**src/sprite_pkg.sv**
```systemverilog
package sprite_pkg;

  // Horizontal timing in pixel clocks.
  localparam int h_display = 256;
  localparam int h_back    = 23;
  localparam int h_front   = 7;
  localparam int h_sync    = 23;

  // Vertical timing in lines.
  localparam int v_display = 240;
  localparam int v_back    = 5;
  localparam int v_front   = 14;
  localparam int v_sync    = 3;

  // Beam and sprite coordinates share one width.
  localparam int pos_width = 9;

  // Sprite edge length in pixels, both directions.
  localparam int sprite_size = 16;

  // Host register map.
  localparam logic [1:0] addr_x    = 2'd0;
  localparam logic [1:0] addr_y    = 2'd1;
  localparam logic [1:0] addr_attr = 2'd2;

  // Values after reset let a sprite show before the host writes anything.
  localparam logic [pos_width-1:0] reset_x     = 9'd128;
  localparam logic [pos_width-1:0] reset_y     = 9'd128;
  localparam logic [2:0]           reset_color = 3'b111;

endpackage

```
**src/hvsync_generator.sv**
```systemverilog
module hvsync_generator #(
  parameter int h_display = sprite_pkg::h_display,
  parameter int h_back    = sprite_pkg::h_back,
  parameter int h_front   = sprite_pkg::h_front,
  parameter int h_sync    = sprite_pkg::h_sync,
  parameter int v_display = sprite_pkg::v_display,
  parameter int v_back    = sprite_pkg::v_back,
  parameter int v_front   = sprite_pkg::v_front,
  parameter int v_sync    = sprite_pkg::v_sync
) (
  input  logic                           clk,
  input  logic                           rst_n,
  output logic                           hsync,
  output logic                           vsync,
  output logic                           display_on,
  output logic [sprite_pkg::pos_width-1:0] hpos,
  output logic [sprite_pkg::pos_width-1:0] vpos
);

  localparam int pw = sprite_pkg::pos_width;

  localparam int h_total = h_display + h_back + h_front + h_sync;
  localparam int v_total = v_display + v_back + v_front + v_sync;

  // A line is display, back porch, sync, front porch.
  localparam int h_sync_first_i = h_display + h_back;
  localparam int h_sync_last_i  = h_sync_first_i + h_sync - 1;

  // Vertical sync closes the frame, after both porches.
  localparam int v_sync_first_i = v_display + v_back + v_front;
  localparam int v_sync_last_i  = v_sync_first_i + v_sync - 1;

  localparam int h_max_i = h_total - 1;
  localparam int v_max_i = v_total - 1;

  localparam logic [pw-1:0] h_max        = h_max_i[pw-1:0];
  localparam logic [pw-1:0] v_max        = v_max_i[pw-1:0];
  localparam logic [pw-1:0] h_end        = h_display[pw-1:0];
  localparam logic [pw-1:0] v_end        = v_display[pw-1:0];
  localparam logic [pw-1:0] h_sync_first = h_sync_first_i[pw-1:0];
  localparam logic [pw-1:0] h_sync_last  = h_sync_last_i[pw-1:0];
  localparam logic [pw-1:0] v_sync_first = v_sync_first_i[pw-1:0];
  localparam logic [pw-1:0] v_sync_last  = v_sync_last_i[pw-1:0];

  always_ff @(posedge clk) begin
    if (!rst_n) begin
      hpos <= '0;
      vpos <= '0;
    end else if (hpos == h_max) begin
      hpos <= '0;
      if (vpos == v_max) begin
        vpos <= '0;
      end else begin
        vpos <= vpos + 1'b1;
      end
    end else begin
      hpos <= hpos + 1'b1;
    end
  end

  // Decoded straight from the counters so they line up with hpos and vpos.
  assign hsync      = (hpos >= h_sync_first) && (hpos <= h_sync_last);
  assign vsync      = (vpos >= v_sync_first) && (vpos <= v_sync_last);
  assign display_on = (hpos < h_end) && (vpos < v_end);

  counters_in_range: assert property (
    @(posedge clk) disable iff (!rst_n)
    (hpos <= h_max) && (vpos <= v_max)
  );

endmodule

```
**src/car_bitmap.sv**
```systemverilog
module car_bitmap (
  input  logic [3:0] row,
  output logic [7:0] bits
);

  // Left half of the car; the renderer mirrors it for the right half.
  always_comb begin
    case (row)
      4'd0:    bits = 8'b00000000;
      4'd1:    bits = 8'b00101110;
      4'd2:    bits = 8'b11101110;
      4'd3:    bits = 8'b11111110;
      4'd4:    bits = 8'b11101110;
      4'd5:    bits = 8'b01101110;
      4'd6:    bits = 8'b00110000;
      4'd7:    bits = 8'b00110000;
      4'd8:    bits = 8'b00110000;
      4'd9:    bits = 8'b01110000;
      4'd10:   bits = 8'b01100000;
      4'd11:   bits = 8'b11100000;
      4'd12:   bits = 8'b11101100;
      4'd13:   bits = 8'b11111100;
      4'd14:   bits = 8'b11001100;
      default: bits = 8'b00001100;
    endcase
  end

endmodule

```
**src/sprite_regs.sv**
```systemverilog
module sprite_regs (
  input  logic                             clk,
  input  logic                             rst_n,
  input  logic                             wr_en,
  input  logic [1:0]                       wr_addr,
  input  logic [sprite_pkg::pos_width-1:0] wr_data,
  input  logic [sprite_pkg::pos_width-1:0] hpos,
  input  logic [sprite_pkg::pos_width-1:0] vpos,
  output logic [sprite_pkg::pos_width-1:0] active_x,
  output logic [sprite_pkg::pos_width-1:0] active_y,
  output logic [2:0]                       active_color,
  output logic                             active_enable
);

  logic [sprite_pkg::pos_width-1:0] pend_x;
  logic [sprite_pkg::pos_width-1:0] pend_y;
  logic [2:0]                       pend_color;
  logic                             pend_enable;
  logic [sprite_pkg::pos_width-1:0] act_x;
  logic [sprite_pkg::pos_width-1:0] act_y;
  logic [2:0]                       act_color;
  logic                             act_enable;
  logic                             frame_start;

  assign frame_start = (hpos == '0) && (vpos == '0);

  always_ff @(posedge clk) begin
    if (!rst_n) begin
      pend_x      <= sprite_pkg::reset_x;
      pend_y      <= sprite_pkg::reset_y;
      pend_color  <= sprite_pkg::reset_color;
      pend_enable <= 1'b1;
      act_x       <= sprite_pkg::reset_x;
      act_y       <= sprite_pkg::reset_y;
      act_color   <= sprite_pkg::reset_color;
      act_enable  <= 1'b1;
    end else begin
      if (wr_en) begin
        case (wr_addr)
          sprite_pkg::addr_x: pend_x <= wr_data;
          sprite_pkg::addr_y: pend_y <= wr_data;
          sprite_pkg::addr_attr: begin
            // Colour in bits 2:0, enable in bit 3.
            pend_color  <= wr_data[2:0];
            pend_enable <= wr_data[3];
          end
          default: ;
        endcase
      end
      // Old pending set is taken here. A write in this cycle waits a frame.
      if (frame_start) begin
        act_x      <= pend_x;
        act_y      <= pend_y;
        act_color  <= pend_color;
        act_enable <= pend_enable;
      end
    end
  end

  // Forward the new set during the frame start cycle so pixel 0,0 uses it too.
  assign active_x      = frame_start ? pend_x      : act_x;
  assign active_y      = frame_start ? pend_y      : act_y;
  assign active_color  = frame_start ? pend_color  : act_color;
  assign active_enable = frame_start ? pend_enable : act_enable;

  no_illegal_write: assert property (
    @(posedge clk) disable iff (!rst_n)
    wr_en |-> (wr_addr != 2'd3)
  );

endmodule

```
**src/sprite_renderer.sv**
```systemverilog
module sprite_renderer #(
  parameter int h_display = sprite_pkg::h_display,
  parameter int v_display = sprite_pkg::v_display
) (
  input  logic                             clk,
  input  logic                             rst_n,
  input  logic [sprite_pkg::pos_width-1:0] hpos,
  input  logic [sprite_pkg::pos_width-1:0] vpos,
  input  logic                             display_on,
  input  logic                             hsync,
  input  logic                             vsync,
  input  logic [sprite_pkg::pos_width-1:0] active_x,
  input  logic [sprite_pkg::pos_width-1:0] active_y,
  input  logic [2:0]                       active_color,
  input  logic                             active_enable,
  input  logic [7:0]                       bits,
  output logic [3:0]                       row,
  output logic [2:0]                       rgb,
  output logic [sprite_pkg::pos_width-1:0] hpos_out,
  output logic [sprite_pkg::pos_width-1:0] vpos_out,
  output logic                             display_on_out,
  output logic                             hsync_out,
  output logic                             vsync_out
);

  localparam int pw         = sprite_pkg::pos_width;
  localparam int last_ofs_i = sprite_pkg::sprite_size - 1;

  localparam logic [3:0]    last_ofs = last_ofs_i[3:0];
  localparam logic [pw-1:0] h_end    = h_display[pw-1:0];
  localparam logic [pw-1:0] v_end    = v_display[pw-1:0];

  logic          x_run_q;
  logic [3:0]    x_cnt_q;
  logic          y_run_q;
  logic [3:0]    y_cnt_q;
  logic          x_hit;
  logic          x_run;
  logic [3:0]    x_cnt;
  logic          line_start;
  logic          v_hit;
  logic          y_step_run;
  logic [3:0]    y_step_cnt;
  logic          y_run;
  logic [3:0]    y_cnt;
  logic [2:0]    bit_idx;
  logic          pixel_on;
  logic [pw-1:0] col_dist;

  // Column counter starts on the exact beam position, so the hit is used in the same cycle.
  always_comb begin
    x_hit = (hpos == active_x) && (hpos < h_end);
    x_run = x_hit || (x_run_q && (hpos < h_end));
    x_cnt = x_hit ? 4'd0 : x_cnt_q;
  end

  // Row counter steps once per line at hpos 0.
  always_comb begin
    line_start = (hpos == '0);
    v_hit      = (vpos == active_y) && (vpos < v_end);
    y_step_run = v_hit || (y_run_q && (y_cnt_q != last_ofs) && (vpos < v_end));
    y_step_cnt = v_hit ? 4'd0 : y_cnt_q + 4'd1;
    y_run      = line_start ? y_step_run : y_run_q;
    y_cnt      = line_start ? y_step_cnt : y_cnt_q;
  end

  always_ff @(posedge clk) begin
    if (!rst_n) begin
      x_run_q <= 1'b0;
      x_cnt_q <= '0;
      y_run_q <= 1'b0;
      y_cnt_q <= '0;
    end else begin
      x_run_q <= x_run && (x_cnt != last_ofs);
      x_cnt_q <= x_cnt + 4'd1;
      if (line_start) begin
        y_run_q <= y_step_run;
        y_cnt_q <= y_step_cnt;
      end
    end
  end

  assign row = y_cnt;

  // Columns 0..7 read the bitmap from bit 7 down, 8..15 read it back up.
  assign bit_idx  = x_cnt[3] ? x_cnt[2:0] : ~x_cnt[2:0];
  assign pixel_on = display_on && active_enable && x_run && y_run && bits[bit_idx];

  // One register stage keeps beam signals and colour aligned.
  always_ff @(posedge clk) begin
    if (!rst_n) begin
      rgb            <= 3'b000;
      hpos_out       <= '0;
      vpos_out       <= '0;
      display_on_out <= 1'b0;
      hsync_out      <= 1'b0;
      vsync_out      <= 1'b0;
    end else begin
      rgb            <= pixel_on ? active_color : 3'b000;
      hpos_out       <= hpos;
      vpos_out       <= vpos;
      display_on_out <= display_on;
      hsync_out      <= hsync;
      vsync_out      <= vsync;
    end
  end

  // distance of the beam from the sprite's left edge
  assign col_dist = hpos - active_x;

  col_in_sprite: assert property (
    @(posedge clk) disable iff (!rst_n)
    x_run |-> (col_dist < sprite_pkg::sprite_size)
  );

endmodule

```
**src/sprite_video_top.sv**
```systemverilog
module sprite_video_top #(
  parameter int h_display = sprite_pkg::h_display,
  parameter int h_back    = sprite_pkg::h_back,
  parameter int h_front   = sprite_pkg::h_front,
  parameter int h_sync    = sprite_pkg::h_sync,
  parameter int v_display = sprite_pkg::v_display,
  parameter int v_back    = sprite_pkg::v_back,
  parameter int v_front   = sprite_pkg::v_front,
  parameter int v_sync    = sprite_pkg::v_sync
) (
  input  logic                             clk,
  input  logic                             rst_n,
  input  logic                             wr_en,
  input  logic [1:0]                       wr_addr,
  input  logic [sprite_pkg::pos_width-1:0] wr_data,
  output logic                             hsync,
  output logic                             vsync,
  output logic                             display_on,
  output logic [sprite_pkg::pos_width-1:0] hpos,
  output logic [sprite_pkg::pos_width-1:0] vpos,
  output logic [2:0]                       rgb
);

  logic                             gen_hsync;
  logic                             gen_vsync;
  logic                             gen_display_on;
  logic [sprite_pkg::pos_width-1:0] gen_hpos;
  logic [sprite_pkg::pos_width-1:0] gen_vpos;
  logic [sprite_pkg::pos_width-1:0] active_x;
  logic [sprite_pkg::pos_width-1:0] active_y;
  logic [2:0]                       active_color;
  logic                             active_enable;
  logic [3:0]                       row;
  logic [7:0]                       bits;

  hvsync_generator #(
    .h_display(h_display),
    .h_back   (h_back),
    .h_front  (h_front),
    .h_sync   (h_sync),
    .v_display(v_display),
    .v_back   (v_back),
    .v_front  (v_front),
    .v_sync   (v_sync)
  ) u_hvsync (
    .clk       (clk),
    .rst_n     (rst_n),
    .hsync     (gen_hsync),
    .vsync     (gen_vsync),
    .display_on(gen_display_on),
    .hpos      (gen_hpos),
    .vpos      (gen_vpos)
  );

  sprite_regs u_regs (
    .clk          (clk),
    .rst_n        (rst_n),
    .wr_en        (wr_en),
    .wr_addr      (wr_addr),
    .wr_data      (wr_data),
    .hpos         (gen_hpos),
    .vpos         (gen_vpos),
    .active_x     (active_x),
    .active_y     (active_y),
    .active_color (active_color),
    .active_enable(active_enable)
  );

  car_bitmap u_bitmap (
    .row (row),
    .bits(bits)
  );

  // All outputs leave through the renderer's aligned stage.
  sprite_renderer #(
    .h_display(h_display),
    .v_display(v_display)
  ) u_renderer (
    .clk           (clk),
    .rst_n         (rst_n),
    .hpos          (gen_hpos),
    .vpos          (gen_vpos),
    .display_on    (gen_display_on),
    .hsync         (gen_hsync),
    .vsync         (gen_vsync),
    .active_x      (active_x),
    .active_y      (active_y),
    .active_color  (active_color),
    .active_enable (active_enable),
    .bits          (bits),
    .row           (row),
    .rgb           (rgb),
    .hpos_out      (hpos),
    .vpos_out      (vpos),
    .display_on_out(display_on),
    .hsync_out     (hsync),
    .vsync_out     (vsync)
  );

endmodule

```
**config.mk**
```make
export PLATFORM = sky130hd
export DESIGN_NAME = sprite_video_top
export DESIGN_NICKNAME = d
export VERILOG_FILES = /design/src/sprite_pkg.sv /design/src/hvsync_generator.sv /design/src/car_bitmap.sv /design/src/sprite_regs.sv /design/src/sprite_renderer.sv /design/src/sprite_video_top.sv
export SDC_FILE = /design/constraint.sdc
export NUM_CORES = 1
export LEC_CHECK = 0
export BUFFER_PORTS_ARGS = -buffer_cell sky130_fd_sc_hd__clkbuf_2
export CAP_MARGIN = 10
export CORE_MARGIN = 2
export CORE_UTILIZATION = 50
export DETAILED_ROUTE_END_ITERATION = 7
export PLACE_DENSITY = 0.68
export SETUP_SLACK_MARGIN = 0.3
export SLEW_MARGIN = 30
export SYNTH_ARGS = -nofsm -noshare
export SYNTH_HDL_FRONTEND = slang
export SYNTH_HIERARCHICAL = 1
export SYNTH_SLANG_ARGS = --single-unit
```
**constraint.sdc**
```tcl
create_clock -name clk -period 6.41 [get_ports clk]
set_input_delay 0.641 -clock clk [delete_from_list [all_inputs] [get_ports clk]]
set_output_delay 0.641 -clock clk [all_outputs]
set_load 0.03 [all_outputs]
```
==> summary.txt <==
Outcome
  – Run status: complete, no violations

Power
  – Leak: 2.07 nW
  – Pwr dens: 238 mW/mm^2
  – VDD IR max: 0.128 mV
  – Total design power: 1.22 mW

Floorplan
  – Die height: 101 microns
  – Starting density of the core: 0.515
  – Core area: 0.00920 sq mm
  – Row count: 35
  – Ports: 38
  – Die area: 0.0103 sq mm
  – Die Wd: 101 microns

Clock tree
  – Clock Pin Slew Worst Setup and Hold Paths: 0.09 ns
  – TritonCTS clock tree: done
  – CTS Sinks: 96
  – Post_cts resized: 0
  – CTS root buffer: clkbuf_8
  – Max H-tree Level: 3
  – Clock Tree Buf Depth: 2
  – Clock Latency Late Sink: 0.35 ns
  – CTS Buf Count: 9
  – Post CTS Setup Buffer Count: 0
  – CTS hold repair buffers: 0

Detailed routing
  – Via count: 3486
  – Starting DRT DRC Count: 220
  – DR DRC count: 0
  – Vias per cell: 5.47
  – Drt total wl: 9.50 mm
  – Routed wire per std cell: 14.9 microns
  – Detail Route Antenna Nets: 0
  – Drt first pass iters: 4

Cells and area
  – Final core occ: 0.560
  – Layout area overhead: 8.91%
  – Fillers: 833
  – Share of layout cells above drive strength 1: 0.173
  – Final nets: 544
  – Diode count: 0

Setup path
  – Slowest CP cell: or4_1
  – Worst Reg-to-Reg Cells: 17
  – RR Endpoint: u_renderer/rgb[0]$_SDFF_PN0_
  – Worst path max stage delay: 0.62 ns
  – Cells along the critical path: or4_1, nor4_4, buf_4, mux2_2, xor2_1, nor4_1, nand3_1, o21ai_1, nand2_1, ha_1, nor2_1, a211oi_2, mux2i_1, nor3_1, or4_1, a31oi_4, nor4b_1
  – R2R Setup Slk: 1.35 ns
  – WS Path Type: flop to flop
  – Stages on worst setup path: 17
  – Worst-path fanout max: 19
  – Crit path launch type: flop
  – Reg2reg start: u_hvsync/hpos[5]$_SDFF_PP0_
  – Worst EP required: 6.66 ns
  – CP top delay family: simple AND/OR/NAND/NOR gates
  – Critical Path AT: 5.30 ns
  – Critical path endpoint: u_renderer/rgb[0]$_SDFF_PN0_
  – CP startpoint: u_hvsync/hpos[5]$_SDFF_PP0_
  – Buf/Inv on CP: 1
  – CP most frequent cell: or4_1
  – CP Capture Type: flop

Synthesis
  – Mapped Cells: 498
  – Synth Area per Inst: 9.50 sq um
  – Synth cell types: 60
  – Post-synthesis cell area: 0.00473 sq mm
  – Yosys reg bits: 96
  – Post-synth EDFFs: 0
  – Seq/Total Area, Yosys: 0.406
  – Syn Nets: 521
  – Top_reg_cell synth: dfxtp_1
  – Yosys warns: 6
  – Asr flop ratio synth: 0

Timing
  – Fin worst setup slack: 1.35 ns
  – Clock Skews: 0.00817 ns
  – Tmin final: 5.06 ns
  – Relative slew slack: 0.425
  – Fin. Hold Viols: 0
  – Final setup fails: 0
  – Setup TNS: 0 ns
  – Slew @ Worst Pin: 0.862 ns
  – Highest Clock Rate: 198 MHz
  – Final worst path period share: 0.789
  – Final Max Slew Viols: 0
  – RSZ-0062 raised after global routing: no

Global route
  – Global-route wire length before repair: 15.6 mm
  – Grt ovf: 0
  – Vias in the first global route: 3158
  – Total GRT Usage: 0.193
  – Pin count of the biggest net entering global routing: 103
  – Antenna violations before repair: 0

Place
  – GPL Wtd Cong: 0.811
  – IO buf count: 37
  – Dpl hpwl: 6.51 mm
  – Worst slack, placed: 1.38 ns

Min path
  – Hold crit path type: flop to flop

Run
  – Max-Cap Viols: 0
cells in the mapped netlist, types with 3 or more instances:
cell	count	share of area
dfxtp_1	96	0.41
nor2_1	30	0.024
nor3_1	10	0.011
ha_1	9	0.024
nand4_1	6	0.0079
nor4_2	4	0.011
nor4_1	6	0.0079
xor2_1	10	0.019
or3_1	5	0.0066
nand3_1	14	0.015
and2_1	27	0.036
mux2i_1	49	0.10
o21ai_1	5	0.0053
clkbuf_1	17	0.013
nand2_1	54	0.043
nor2b_1	32	0.042
inv_1	9	0.0071
a21boi_1	6	0.0095
a21oi_1	5	0.0053
mux2_2	22	0.052
buf_4	7	0.011
nor4b_1	5	0.0093
xnor2_1	21	0.039
nand3b_1	5	0.0079
nor3b_1	3	0.0048
state kept, by name (all words and copies together), names as in the netlist, 9 cells and up:
| name | count |
|---|---|
| u_regs/pend_y | 9 |
| u_renderer/hpos_out | 9 |
| u_regs/act_y | 9 |
| u_hvsync/vpos | 9 |
| u_hvsync/hpos | 9 |
| u_regs/act_x | 9 |
| u_renderer/vpos_out | 9 |
| u_regs/pend_x | 9 |
layout make-up:
type	count	area (sq um)	share of cell area
inverters	10	37.5	0.00728
clock inverters	5	80.1	0.0155
multi-input cells	364	2630	0.510
flip-flops and latches	96	1920	0.373
repair buffers	40	208	0.0403
clock buffers	11	141	0.0274
well taps	111	139	0.0269
per-stage QoR:
step           hold slack, ns  cells  instance area, sq um
6_report                0.460    637                  5150
5_1_grt                 0.489    637                  5150
4_1_cts                 0.463    637                  5150
3_5_place_dp            0.450    621                  4930
3_3_place_gp            0.441    621                  4930
2_1_floorplan           0.432    498                  4730
worst register-to-register path: cells and delay by family (launching register included):
family                   cells  cell delay, ns
AND/OR/NAND/NOR              9            2.59
multiplexers                 2            0.59
flip-flops                   1            0.43
AO/OA/AOI/OAI                3            0.43
buffers and inverters        1            0.41
adder cells (fa/ha/maj)      1            0.33
XOR/XNOR                     1            0.17
power breakdown:
part	switching [mW]	internal, mW	leakage, nW
Sequential	0.0182	0.611	0.778
Clock	0.207	0.230	0.106
Combinational	0.0887	0.0703	1.19
layer usage:
| metal | global-route usage | wire length (microns) | up-vias |
|---|---|---|---|
| met3 | 0.0373 | 422 | 10 |
| met5 | 0 | 0 | - |
| met2 | 0.302 | 4420 | 57 |
| met1 | 0.267 | 4520 | 1667 |
| met4 | 0.0676 | 146 | 0 |
| li1 | - | - | 1752 |
how the worst min path moves through the flow:
stage / from / end / slack [ns] / cells past startpoint
final: u_regs/act_y[6]$_SDFF_PN0_ / u_regs/act_y[6]$_SDFF_PN0_ / 0.46 / 2
after global routing: u_regs/act_x[1]$_SDFF_PN0_ / u_regs/act_x[1]$_SDFF_PN0_ / 0.49 / 2
after CTS: u_regs/act_y[1]$_SDFF_PN0_ / u_regs/act_y[1]$_SDFF_PN0_ / 0.46 / 2
after detailed placement: u_regs/act_y[1]$_SDFF_PN0_ / u_regs/act_y[1]$_SDFF_PN0_ / 0.45 / 2
after global placement: u_regs/act_y[3]$_SDFF_PN0_ / u_regs/act_y[3]$_SDFF_PN0_ / 0.44 / 2
after floorplan: u_regs/act_x[0]$_SDFF_PN0_ / u_regs/act_x[0]$_SDFF_PN0_ / 0.43 / 2
layout by cell type (no fill, tap or decap), drive strengths merged, types with 3 or more instances in the layout:
cell type | Yosys | final
buf | 11 | 3
clkbuf | 17 | 48
a21oi | 5 | 5
or3 | 5 | 5
xnor2 | 21 | 21
nor3b | 3 | 3
nor3 | 11 | 11
o21ai | 6 | 6
nor2b | 32 | 32
xor2 | 10 | 10
nand4 | 6 | 6
a21boi | 6 | 6
nand2 | 55 | 55
nor4b | 5 | 5
and2 | 27 | 27
nand3 | 14 | 14
mux2i | 49 | 49
inv | 9 | 9
dfxtp | 96 | 96
nand3b | 5 | 5
ha | 9 | 9
nor2 | 30 | 30
mux2 | 22 | 22
nor4 | 11 | 11
kinds of logic (layout without fill, tap and decap cells):
group,count (synthesis),after routing,share of synthesized area
simple gates,217,217,0.254
flops,96,96,0.406
buf+inv,38,66,0.0412
mux,71,71,0.156
other cells,1,1,0.000792
xor+xnor,31,31,0.0574
fa+ha+maj,9,9,0.0238
compound gates,35,35,0.0606
(Power assumes the default switching activity.)
